===== config.mk =====
export PLATFORM = sky130hd
export DESIGN_NAME = i2c_init
export DESIGN_NICKNAME = d
export VERILOG_FILES = /design/src/common/i2c_init_pkg.sv /design/src/hdl/i2c_out_stage.sv /design/src/i2c_init/i2c_init.sv /design/src/i2c_init/init_sequencer.sv /design/src/i2c_init/init_table_rom.sv
export VERILOG_INCLUDE_DIRS = /design/src /design/src/common
export SDC_FILE = /design/constraint.sdc
export NUM_CORES = 1
export LEC_CHECK = 0
export ABC_AREA = 1
export BUFFER_PORTS_ARGS = -buffer_cell sky130_fd_sc_hd__buf_2
export CAP_MARGIN = 20
export CORE_AREA = 2 2 106 108
export DETAILED_ROUTE_END_ITERATION = 16
export DIE_AREA = 0 0 108 110
export GPL_TIMING_DRIVEN = 0
export PLACE_DENSITY = 0.48
export SLEW_MARGIN = 30
export SYNTH_ARGS = -nofsm -noshare
export SYNTH_HDL_FRONTEND = slang
export SYNTH_SLANG_ARGS = --single-unit

===== constraint.sdc =====
create_clock -name clk -period 2 [get_ports clk]
set_input_delay 0.3 -clock clk [delete_from_list [all_inputs] [get_ports clk]]
set_output_delay 0.3 -clock clk [all_outputs]
set_load 0.005 [all_outputs]

===== src/common/init_table.svh =====
// i2c init command table, single device write then the same block over four devices
`ifndef INIT_TABLE_SVH
`define INIT_TABLE_SVH

localparam init_word_u init_table [init_table_len] = '{
    // device 0x50, register 0x0004, data 0x11223344
    {pfx_start_addr, 7'h50},
    {1'b1, 8'h00},
    {1'b1, 8'h04},
    {1'b1, 8'h11},
    {1'b1, 8'h22},
    {1'b1, 8'h33},
    {1'b1, 8'h44},
    // same write as a data block
    {pfx_ctrl, op_data_block},
    {pfx_ctrl, op_start_cur},
    {1'b1, 8'h00},
    {1'b1, 8'h04},
    {1'b1, 8'h11},
    {1'b1, 8'h22},
    {1'b1, 8'h33},
    {1'b1, 8'h44},
    // devices the block is applied to
    {pfx_ctrl, op_addr_block},
    {pfx_start_addr, 7'h50},
    {pfx_start_addr, 7'h51},
    {pfx_start_addr, 7'h52},
    {pfx_start_addr, 7'h53},
    {pfx_ctrl, op_exit_multi},
    {pfx_ctrl, op_halt}
};

`endif


===== src/common/i2c_init_pkg.sv =====
// i2c init sequencer shared types, table word encodings and opcodes
package i2c_init_pkg;

    // table geometry
    localparam int init_table_len = 22;
    localparam int table_addr_w = $clog2(init_table_len);

    typedef logic [table_addr_w-1:0] table_addr_t;
    typedef logic [6:0] i2c_addr_t;
    typedef logic [7:0] tx_byte_t;

    // control view prefixes
    localparam logic [1:0] pfx_ctrl = 2'b00;
    localparam logic [1:0] pfx_start_addr = 2'b01;

    // opcodes, only valid under pfx_ctrl
    localparam logic [6:0] op_halt = 7'h00;
    localparam logic [6:0] op_exit_multi = 7'h01;
    localparam logic [6:0] op_start_cur = 7'h03;
    localparam logic [6:0] op_addr_block = 7'h08;
    localparam logic [6:0] op_data_block = 7'h09;
    localparam logic [6:0] op_send_stop = 7'h41;

    // write data entry, msb set
    typedef struct packed {
        logic     wr;
        tx_byte_t data;
    } init_data_view_t;

    // control entry, field is a device address or an opcode
    typedef struct packed {
        logic [1:0] prefix;
        logic [6:0] field;
    } init_ctrl_view_t;

    typedef union packed {
        init_data_view_t data;
        init_ctrl_view_t ctrl;
    } init_word_u;

    // command word as seen by the I2C master, stop in bit 11
    typedef struct packed {
        logic      stop;
        logic      write_multi;
        logic      write;
        logic      read;
        logic      start;
        i2c_addr_t address;
    } i2c_cmd_t;

    // sequencer to output stage
    typedef struct packed {
        i2c_cmd_t cmd;
        logic     cmd_load;
        tx_byte_t tx;
        logic     tx_load;
    } seq_out_t;

endpackage


===== src/hdl/i2c_out_stage.sv =====
// i2c output stage, holds command and transmit words until each stream accepts them
module i2c_out_stage (
    input  logic                   clk,
    input  logic                   rst,
    input  i2c_init_pkg::seq_out_t load,
    output i2c_init_pkg::i2c_cmd_t cmd,
    output logic                   cmd_valid,
    input  logic                   cmd_ready,
    output i2c_init_pkg::tx_byte_t tx_data,
    output logic                   tx_valid,
    input  logic                   tx_ready,
    output logic                   out_busy
);

    // command stream
    always_ff @(posedge clk) begin
        if (rst) begin
            cmd_valid <= 1'b0;
        end else if (load.cmd_load) begin
            cmd_valid <= 1'b1;
        end else if (cmd_ready) begin
            cmd_valid <= 1'b0;
        end
    end

    always_ff @(posedge clk) begin
        if (load.cmd_load) begin
            cmd <= load.cmd;
        end
    end

    // transmit stream
    always_ff @(posedge clk) begin
        if (rst) begin
            tx_valid <= 1'b0;
        end else if (load.tx_load) begin
            tx_valid <= 1'b1;
        end else if (tx_ready) begin
            tx_valid <= 1'b0;
        end
    end

    always_ff @(posedge clk) begin
        if (load.tx_load) begin
            tx_data <= load.tx;
        end
    end

    // sequencer waits until both streams are empty
    assign out_busy = cmd_valid || tx_valid;

endmodule


===== src/i2c_init/i2c_init.sv =====
// i2c init top, table fetch feeding the sequencer feeding the output registers
module i2c_init (
    input  logic                   clk,
    input  logic                   rst,
    input  logic                   start,
    output i2c_init_pkg::i2c_cmd_t cmd,
    output logic                   cmd_valid,
    input  logic                   cmd_ready,
    output i2c_init_pkg::tx_byte_t tx_data,
    output logic                   tx_valid,
    input  logic                   tx_ready,
    output logic                   busy
);
    import i2c_init_pkg::*;

    table_addr_t next_addr;
    init_word_u  word;
    seq_out_t    load;
    logic        out_busy;

    init_table_rom i_rom (
        .clk       (clk),
        .rst       (rst),
        .next_addr (next_addr),
        .word      (word)
    );

    init_sequencer i_seq (
        .clk       (clk),
        .rst       (rst),
        .start     (start),
        .word      (word),
        .out_busy  (out_busy),
        .next_addr (next_addr),
        .load      (load),
        .busy      (busy)
    );

    i2c_out_stage i_out (
        .clk       (clk),
        .rst       (rst),
        .load      (load),
        .cmd       (cmd),
        .cmd_valid (cmd_valid),
        .cmd_ready (cmd_ready),
        .tx_data   (tx_data),
        .tx_valid  (tx_valid),
        .tx_ready  (tx_ready),
        .out_busy  (out_busy)
    );

endmodule


===== src/i2c_init/init_sequencer.sv =====
// init sequencer, walks the command table and drives the single and multi device modes
module init_sequencer (
    input  logic                      clk,
    input  logic                      rst,
    input  logic                      start,
    input  i2c_init_pkg::init_word_u  word,
    input  logic                      out_busy,
    output i2c_init_pkg::table_addr_t next_addr,
    output i2c_init_pkg::seq_out_t    load,
    output logic                      busy
);
    import i2c_init_pkg::*;

    typedef enum logic [2:0] {
        st_idle,
        st_run,
        st_find_addr_blk,
        st_next_address,
        st_data_blk
    } state_t;

    state_t      state, state_next;
    table_addr_t tbl_addr, tbl_addr_next;
    table_addr_t tbl_addr_inc;
    table_addr_t data_ptr, data_ptr_next;
    table_addr_t addr_ptr, addr_ptr_next;
    i2c_addr_t   cur_dev, cur_dev_next;
    i2c_addr_t   pend_addr, pend_addr_next;
    logic        pend_start, pend_start_next;
    logic        start_latch, start_latch_next;
    logic        emit_write;
    logic        emit_stop;

    // decoded table word
    logic is_write;
    logic is_start_addr;
    logic is_ctrl;
    logic is_halt;
    logic is_exit;
    logic is_start_cur;
    logic is_addr_blk;
    logic is_data_blk;
    logic is_send_stop;

    assign is_write      = word.data.wr;
    assign is_start_addr = word.ctrl.prefix == pfx_start_addr;
    assign is_ctrl       = word.ctrl.prefix == pfx_ctrl;
    assign is_halt       = is_ctrl && word.ctrl.field == op_halt;
    assign is_exit       = is_ctrl && word.ctrl.field == op_exit_multi;
    assign is_start_cur  = is_ctrl && word.ctrl.field == op_start_cur;
    assign is_addr_blk   = is_ctrl && word.ctrl.field == op_addr_block;
    assign is_data_blk   = is_ctrl && word.ctrl.field == op_data_block;
    assign is_send_stop  = is_ctrl && word.ctrl.field == op_send_stop;

    assign tbl_addr_inc = tbl_addr + 1'b1;
    assign next_addr    = tbl_addr_next;

    always_comb begin
        state_next       = state;
        tbl_addr_next    = tbl_addr;
        data_ptr_next    = data_ptr;
        addr_ptr_next    = addr_ptr;
        cur_dev_next     = cur_dev;
        pend_addr_next   = pend_addr;
        pend_start_next  = pend_start;
        start_latch_next = start_latch;
        emit_write       = 1'b0;
        emit_stop        = 1'b0;

        // hold everything until both output registers have drained
        if (!out_busy) begin
            if (state != st_idle && is_halt) begin
                // halt stays on its own entry
                emit_stop  = 1'b1;
                state_next = st_idle;
            end else begin
                case (state)
                    st_idle: begin
                        if (start && !start_latch) begin
                            tbl_addr_next    = '0;
                            start_latch_next = 1'b1;
                            state_next       = st_run;
                        end
                    end
                    st_run, st_data_blk: begin
                        // unlisted codes just step over
                        tbl_addr_next = tbl_addr_inc;
                        if (is_write) begin
                            emit_write = 1'b1;
                        end else if (is_start_addr) begin
                            pend_addr_next  = word.ctrl.field;
                            pend_start_next = 1'b1;
                        end else if (is_send_stop) begin
                            emit_stop = 1'b1;
                        end else if (is_data_blk) begin
                            data_ptr_next = tbl_addr_inc;
                            state_next    = st_find_addr_blk;
                        end else if (state == st_data_blk) begin
                            // codes that only mean something inside a data block
                            if (is_start_cur) begin
                                pend_addr_next  = cur_dev;
                                pend_start_next = 1'b1;
                            end else if (is_addr_blk) begin
                                // block done, go fetch the next device
                                tbl_addr_next = addr_ptr;
                                state_next    = st_next_address;
                            end else if (is_exit) begin
                                state_next = st_run;
                            end
                        end
                    end
                    st_find_addr_blk: begin
                        tbl_addr_next = tbl_addr_inc;
                        if (is_addr_blk) begin
                            addr_ptr_next = tbl_addr_inc;
                            state_next    = st_next_address;
                        end else if (is_data_blk) begin
                            data_ptr_next = tbl_addr_inc;
                        end else if (is_exit) begin
                            state_next = st_run;
                        end
                    end
                    st_next_address: begin
                        tbl_addr_next = tbl_addr_inc;
                        if (is_start_addr) begin
                            // remember device, jump back to the top of the data block
                            cur_dev_next  = word.ctrl.field;
                            addr_ptr_next = tbl_addr_inc;
                            tbl_addr_next = data_ptr;
                            state_next    = st_data_blk;
                        end else if (is_data_blk) begin
                            data_ptr_next = tbl_addr_inc;
                            state_next    = st_find_addr_blk;
                        end else if (is_exit) begin
                            state_next = st_run;
                        end
                    end
                    default: begin
                        state_next = st_idle;
                    end
                endcase
            end
        end

        // start goes out with the first command after a start word only
        if (emit_write || emit_stop) begin
            pend_start_next = 1'b0;
        end
    end

    always_comb begin
        load             = '0;
        load.cmd.address = pend_addr;
        load.cmd.start   = emit_write && pend_start;
        load.cmd.write   = emit_write;
        load.cmd.stop    = emit_stop;
        load.cmd_load    = emit_write || emit_stop;
        load.tx          = word.data.data;
        load.tx_load     = emit_write;
    end

    always_ff @(posedge clk) begin
        if (rst) begin
            state       <= st_idle;
            tbl_addr    <= '0;
            data_ptr    <= '0;
            addr_ptr    <= '0;
            pend_start  <= 1'b0;
            start_latch <= 1'b0;
            busy        <= 1'b0;
        end else begin
            state       <= state_next;
            tbl_addr    <= tbl_addr_next;
            data_ptr    <= data_ptr_next;
            addr_ptr    <= addr_ptr_next;
            pend_start  <= pend_start_next;
            // latch releases as soon as start drops
            start_latch <= start && start_latch_next;
            busy        <= state != st_idle;
        end
    end

    always_ff @(posedge clk) begin
        cur_dev   <= cur_dev_next;
        pend_addr <= pend_addr_next;
    end

endmodule


===== src/i2c_init/init_table_rom.sv =====
// init table ROM, registers the entry selected by the next table address
module init_table_rom (
    input  logic                      clk,
    input  logic                      rst,
    input  i2c_init_pkg::table_addr_t next_addr,
    output i2c_init_pkg::init_word_u  word
);
    import i2c_init_pkg::*;

    `include "init_table.svh"

    // addresses past the end read back as halt
    always_ff @(posedge clk) begin
        if (rst) begin
            word <= '0;
        end else if (next_addr < table_addr_t'(init_table_len)) begin
            word <= init_table[next_addr];
        end else begin
            word <= {pfx_ctrl, op_halt};
        end
    end

endmodule

==> impl_metrics.yaml <==
status:
  run_status: "finished, violations left"
  violations: "negative setup slack"
floorplanning:
  die_h_um: 110
  pin_count: 28
  start_util_pct: 29.5
  die_w_um: 108
  rows: 38
  dieArea_um2: 11900
  core_area_um2: 10700
grt:
  grt_pass1_wl_mm: 12.6
  grt_use_total_pct: 14.0
  grt_max_degree: 13
  antenna_found_initial: 0
  grt_pass1_vias: 2617
  grt_overflow: 0
timing:
  fin_ws_ns: -0.0195
  fin_worst_skew_ns: 0.0100
  rsz0062_at_grt: "true"
  worst_slew_pin_slew_ns: 0.603
  finalMaxSlewViolations: 0
  fin_tns_setup_ns: -0.0266
  hold_violations: 0
  fin_crit_ns: 2.02
  maxSlewHeadroom_pct: 59.7
  setup_viol: 2
  fmax_ghz: 0.495
  period_share_pct: 101
pwr:
  leakagePower_nw: 1.93
  seqPwrFrac_pct: 26.6
  p_clk_share_pct: 14.7
  power_frac_comb_pct: 58.7
  p_int_mw: 4.26
  p_per_area_nw_per_um2: 1670
  p_sw_mw: 3.28
  peakVddDrop_mv: 0.512
  p_sw_share_pct: 43.5
  total_power_mw: 7.54
synth:
  syn_area_um2: 3160
  ys_top_cells_by_area: "edfxtp_1 30%, dfxtp_1 20%, nand2_1 9.0%, inv_1 6.2%, nor2_1 4.8%"
  synth_sequential_area_ratio_pct: 50.8
  ys_ff_latch: 64
  netlist_instances: 374
  synth_cell_type_count: 35
  syn_avg_cell_area_um2: 8.44
  yosys.area.top_type: "edfxtp_1"
  synth_top_area_share_pct: 30.5
  synth_warnings: 0
worst_setup_path:
  cp-start-kind: "flop"
  critPathMaxStageDelay_ns: 0.36
  r2r_slack_ns: -0.02
  path_depth: 13
  crit_path_end_kind: "flop"
  worstPathCellList: "nor2_4 > nand2_4 > nor2_8 > nand3_4 > nand2_2 > nand3_4 > a21oi_4 > inv_4 > ha_4 > nand2_2 > nand3_1 > nand3_2 > a21oi_2"
  path_max_fanout: 4
  r2r_cells: 13
  required_ns: 2.28
  setup.worst_path.class: "reg2reg"
  critPathBufInv: 1
  cpMaxStageDelayCell: "dfxtp_4"
  critPathArrivalTime_ns: 2.30
  crit_family: "simple AND/OR/NAND/NOR gates"
cts:
  cts_tree: "done"
  cts-root-buf: "clkbuf_8"
  cts.path.max_buffers: 2
  h-tree-depth: 3
  clk_latency_ns: 0.35
  ctsHoldBuffers: 0
  numCtsBuffers: 9
  cts.sinks: 64
  clkSlewWorstSetupHoldPaths_ns: 0.07
route:
  vias: 2762
  wire_per_inst_um: 12.9
  ant_nets: 0
  vias_per_cell: 4.55
  drc_errors: 0
  dr.first_iter.drc_count: 124
  firstDrtPassIters: 4
  routed_wl_mm: 7.80
placement:
  dp_hpwl_mm: 5.30
  gp_congestion: 0.897
  place_ws_ns: -0.539
  port_buffers: 25
min_path:
  hp-class: "in2reg"
  hold_depth: 4
run:
  maxCapViolCount: 0
layout:
  antenna_cells: 0
  multi_input_area_um2: 1650
  ff_latch_area_um2: 1640
  fillers: 1045
  final_net_count: 472
  drive_gt1_share_pct: 41.5
  area_growth_syn_to_layout_pct: 43.2
[state kept, by name, indices dropped and copies added, names as in the netlist]
signal	count
i_out.cmd	10
i_out.cmd_valid	1
i_out.tx_data	8
i_out.tx_valid	1
i_rom.word	9
i_seq.addr_ptr	5
i_seq.busy	1
i_seq.cur_dev	7
i_seq.data_ptr	5
i_seq.pend_addr	7
i_seq.pend_start	1
i_seq.start_latch	1
i_seq.state	3
i_seq.tbl_addr	5
[repair_timing]
| action | CTS | global route |
|---|---|---|
| resized for setup | 68 | 52 |
| pin swaps | 19 | 25 |
| buffers inserted | 35 | 17 |
| endpoints found under the setup margin | 44 | 29 |
| gates cloned | 0 | 0 |
[power by group through the flow]
| stage | clock [mW] | sequential, mW | combinational, mW |
|---|---|---|---|
| floorplan | 0 | 1.91 | 2.07 |
| global placement | 0 | 1.96 | 2.66 |
| detailed placement | 0 | 1.96 | 2.66 |
| CTS | 1.14 | 1.99 | 3.57 |
| global route | 1.20 | 2.05 | 4.84 |
| finish | 1.11 | 2.01 | 4.42 |
[tightest hold or removal path, delay by kind of cell]
family | cells | cell delay [ns]
AOI/OAI and AO/OA | 1 | 0.05
buffers and inverters | 2 | 0.11
and+or+nand+nor | 1 | 0.05
[layout make-up]
| class | count | share of cell area [%] |
|---|---|---|
| tap | 140 | 3.88 |
| multi-input combinational | 245 | 36.4 |
| buffer | 5 | 0.581 |
| clock inverter | 7 | 1.58 |
| sequential | 64 | 36.2 |
| inverter | 61 | 5.73 |
| clock buffer | 9 | 2.74 |
| timing repair buffer | 76 | 12.8 |
[path summary, 6_finish.rpt]
| kind | from | end |
|---|---|---|
| worst max register to register | i_rom.word[4] | i_rom.word[0] |
| worst min register to register | i_seq.pend_addr[6] | i_out.cmd[6] |
| worst min-delay path | tx_ready | i_out.tx_valid |
| worst max-delay path | i_rom.word[4] | i_rom.word[0] |
[routing by layer]
layer,global-route usage [%],routed length [µm],vias up
li1,-,-,1401
met2,24.1,3980,45
met1,16.6,3420,1301
met5,0,0,-
met4,5.49,163,0
met3,3.76,238,15
[cells in the mapped netlist (all sizes together)]
library cell,instances
conb,1
edfxtp,32
nand3,28
a31oi,2
o211ai,1
inv,60
nor3,3
a21oi,26
a22oi,2
xor2,2
nand2,88
ha,5
nand4,9
nor3b,1
clkinv,1
dfxtp,32
or2,1
clkbuf,3
buf,2
nor2,50
a211oi,2
o21ai,22
nor4,1
[cell usage in the layout (no fill, tap or decap), types with 3 or more instances in the layout]
cell type,n
nand2_1,64
inv_1,44
buf_4,43
nor2_1,32
edfxtp_1,32
buf_2,25
a21oi_1,20
nand3_1,19
o21ai_0,18
dfxtp_1,18
nor2_4,16
nand2_2,13
nand2_4,10
nand4_1,9
clkbuf_8,9
inv_2,8
inv_4,7
dfxtp_2,7
dfxtp_4,7
buf_6,6
nand3_4,5
nand3_2,4
ha_4,4
buf_12,4
a21oi_2,3
a21oi_4,3
clkbuf_1,3
[per-stage QoR]
| step | instances | utilization (%) | area [µm²] | hold WS, ns |
|---|---|---|---|---|
| finish | 607 | 42.2 | 4520 | 0.211 |
| global route | 607 | 42.2 | 4520 | 0.208 |
| CTS | 591 | 38.8 | 4150 | 0.201 |
| detailed placement | 540 | 32.4 | 3470 | 0.405 |
| global placement | 540 | 32.4 | 3470 | 0.401 |
| floorplan | 375 | - | 3170 | 0.378 |
[kinds of logic (layout without fill, tap and decap cells)]
kind of cell    Yosys count  count (layout)  share of synthesized area, %
flops                    64              64                          50.8
xor+xnor                  2               2                         0.555
fa+ha+maj                 5               5                          1.98
compound gates           55              55                          10.2
other cells               1               2                         0.119
simple gates            181             181                          28.4
buf+inv                  66             158                          8.09
Power figures use the tool's default switching activity.
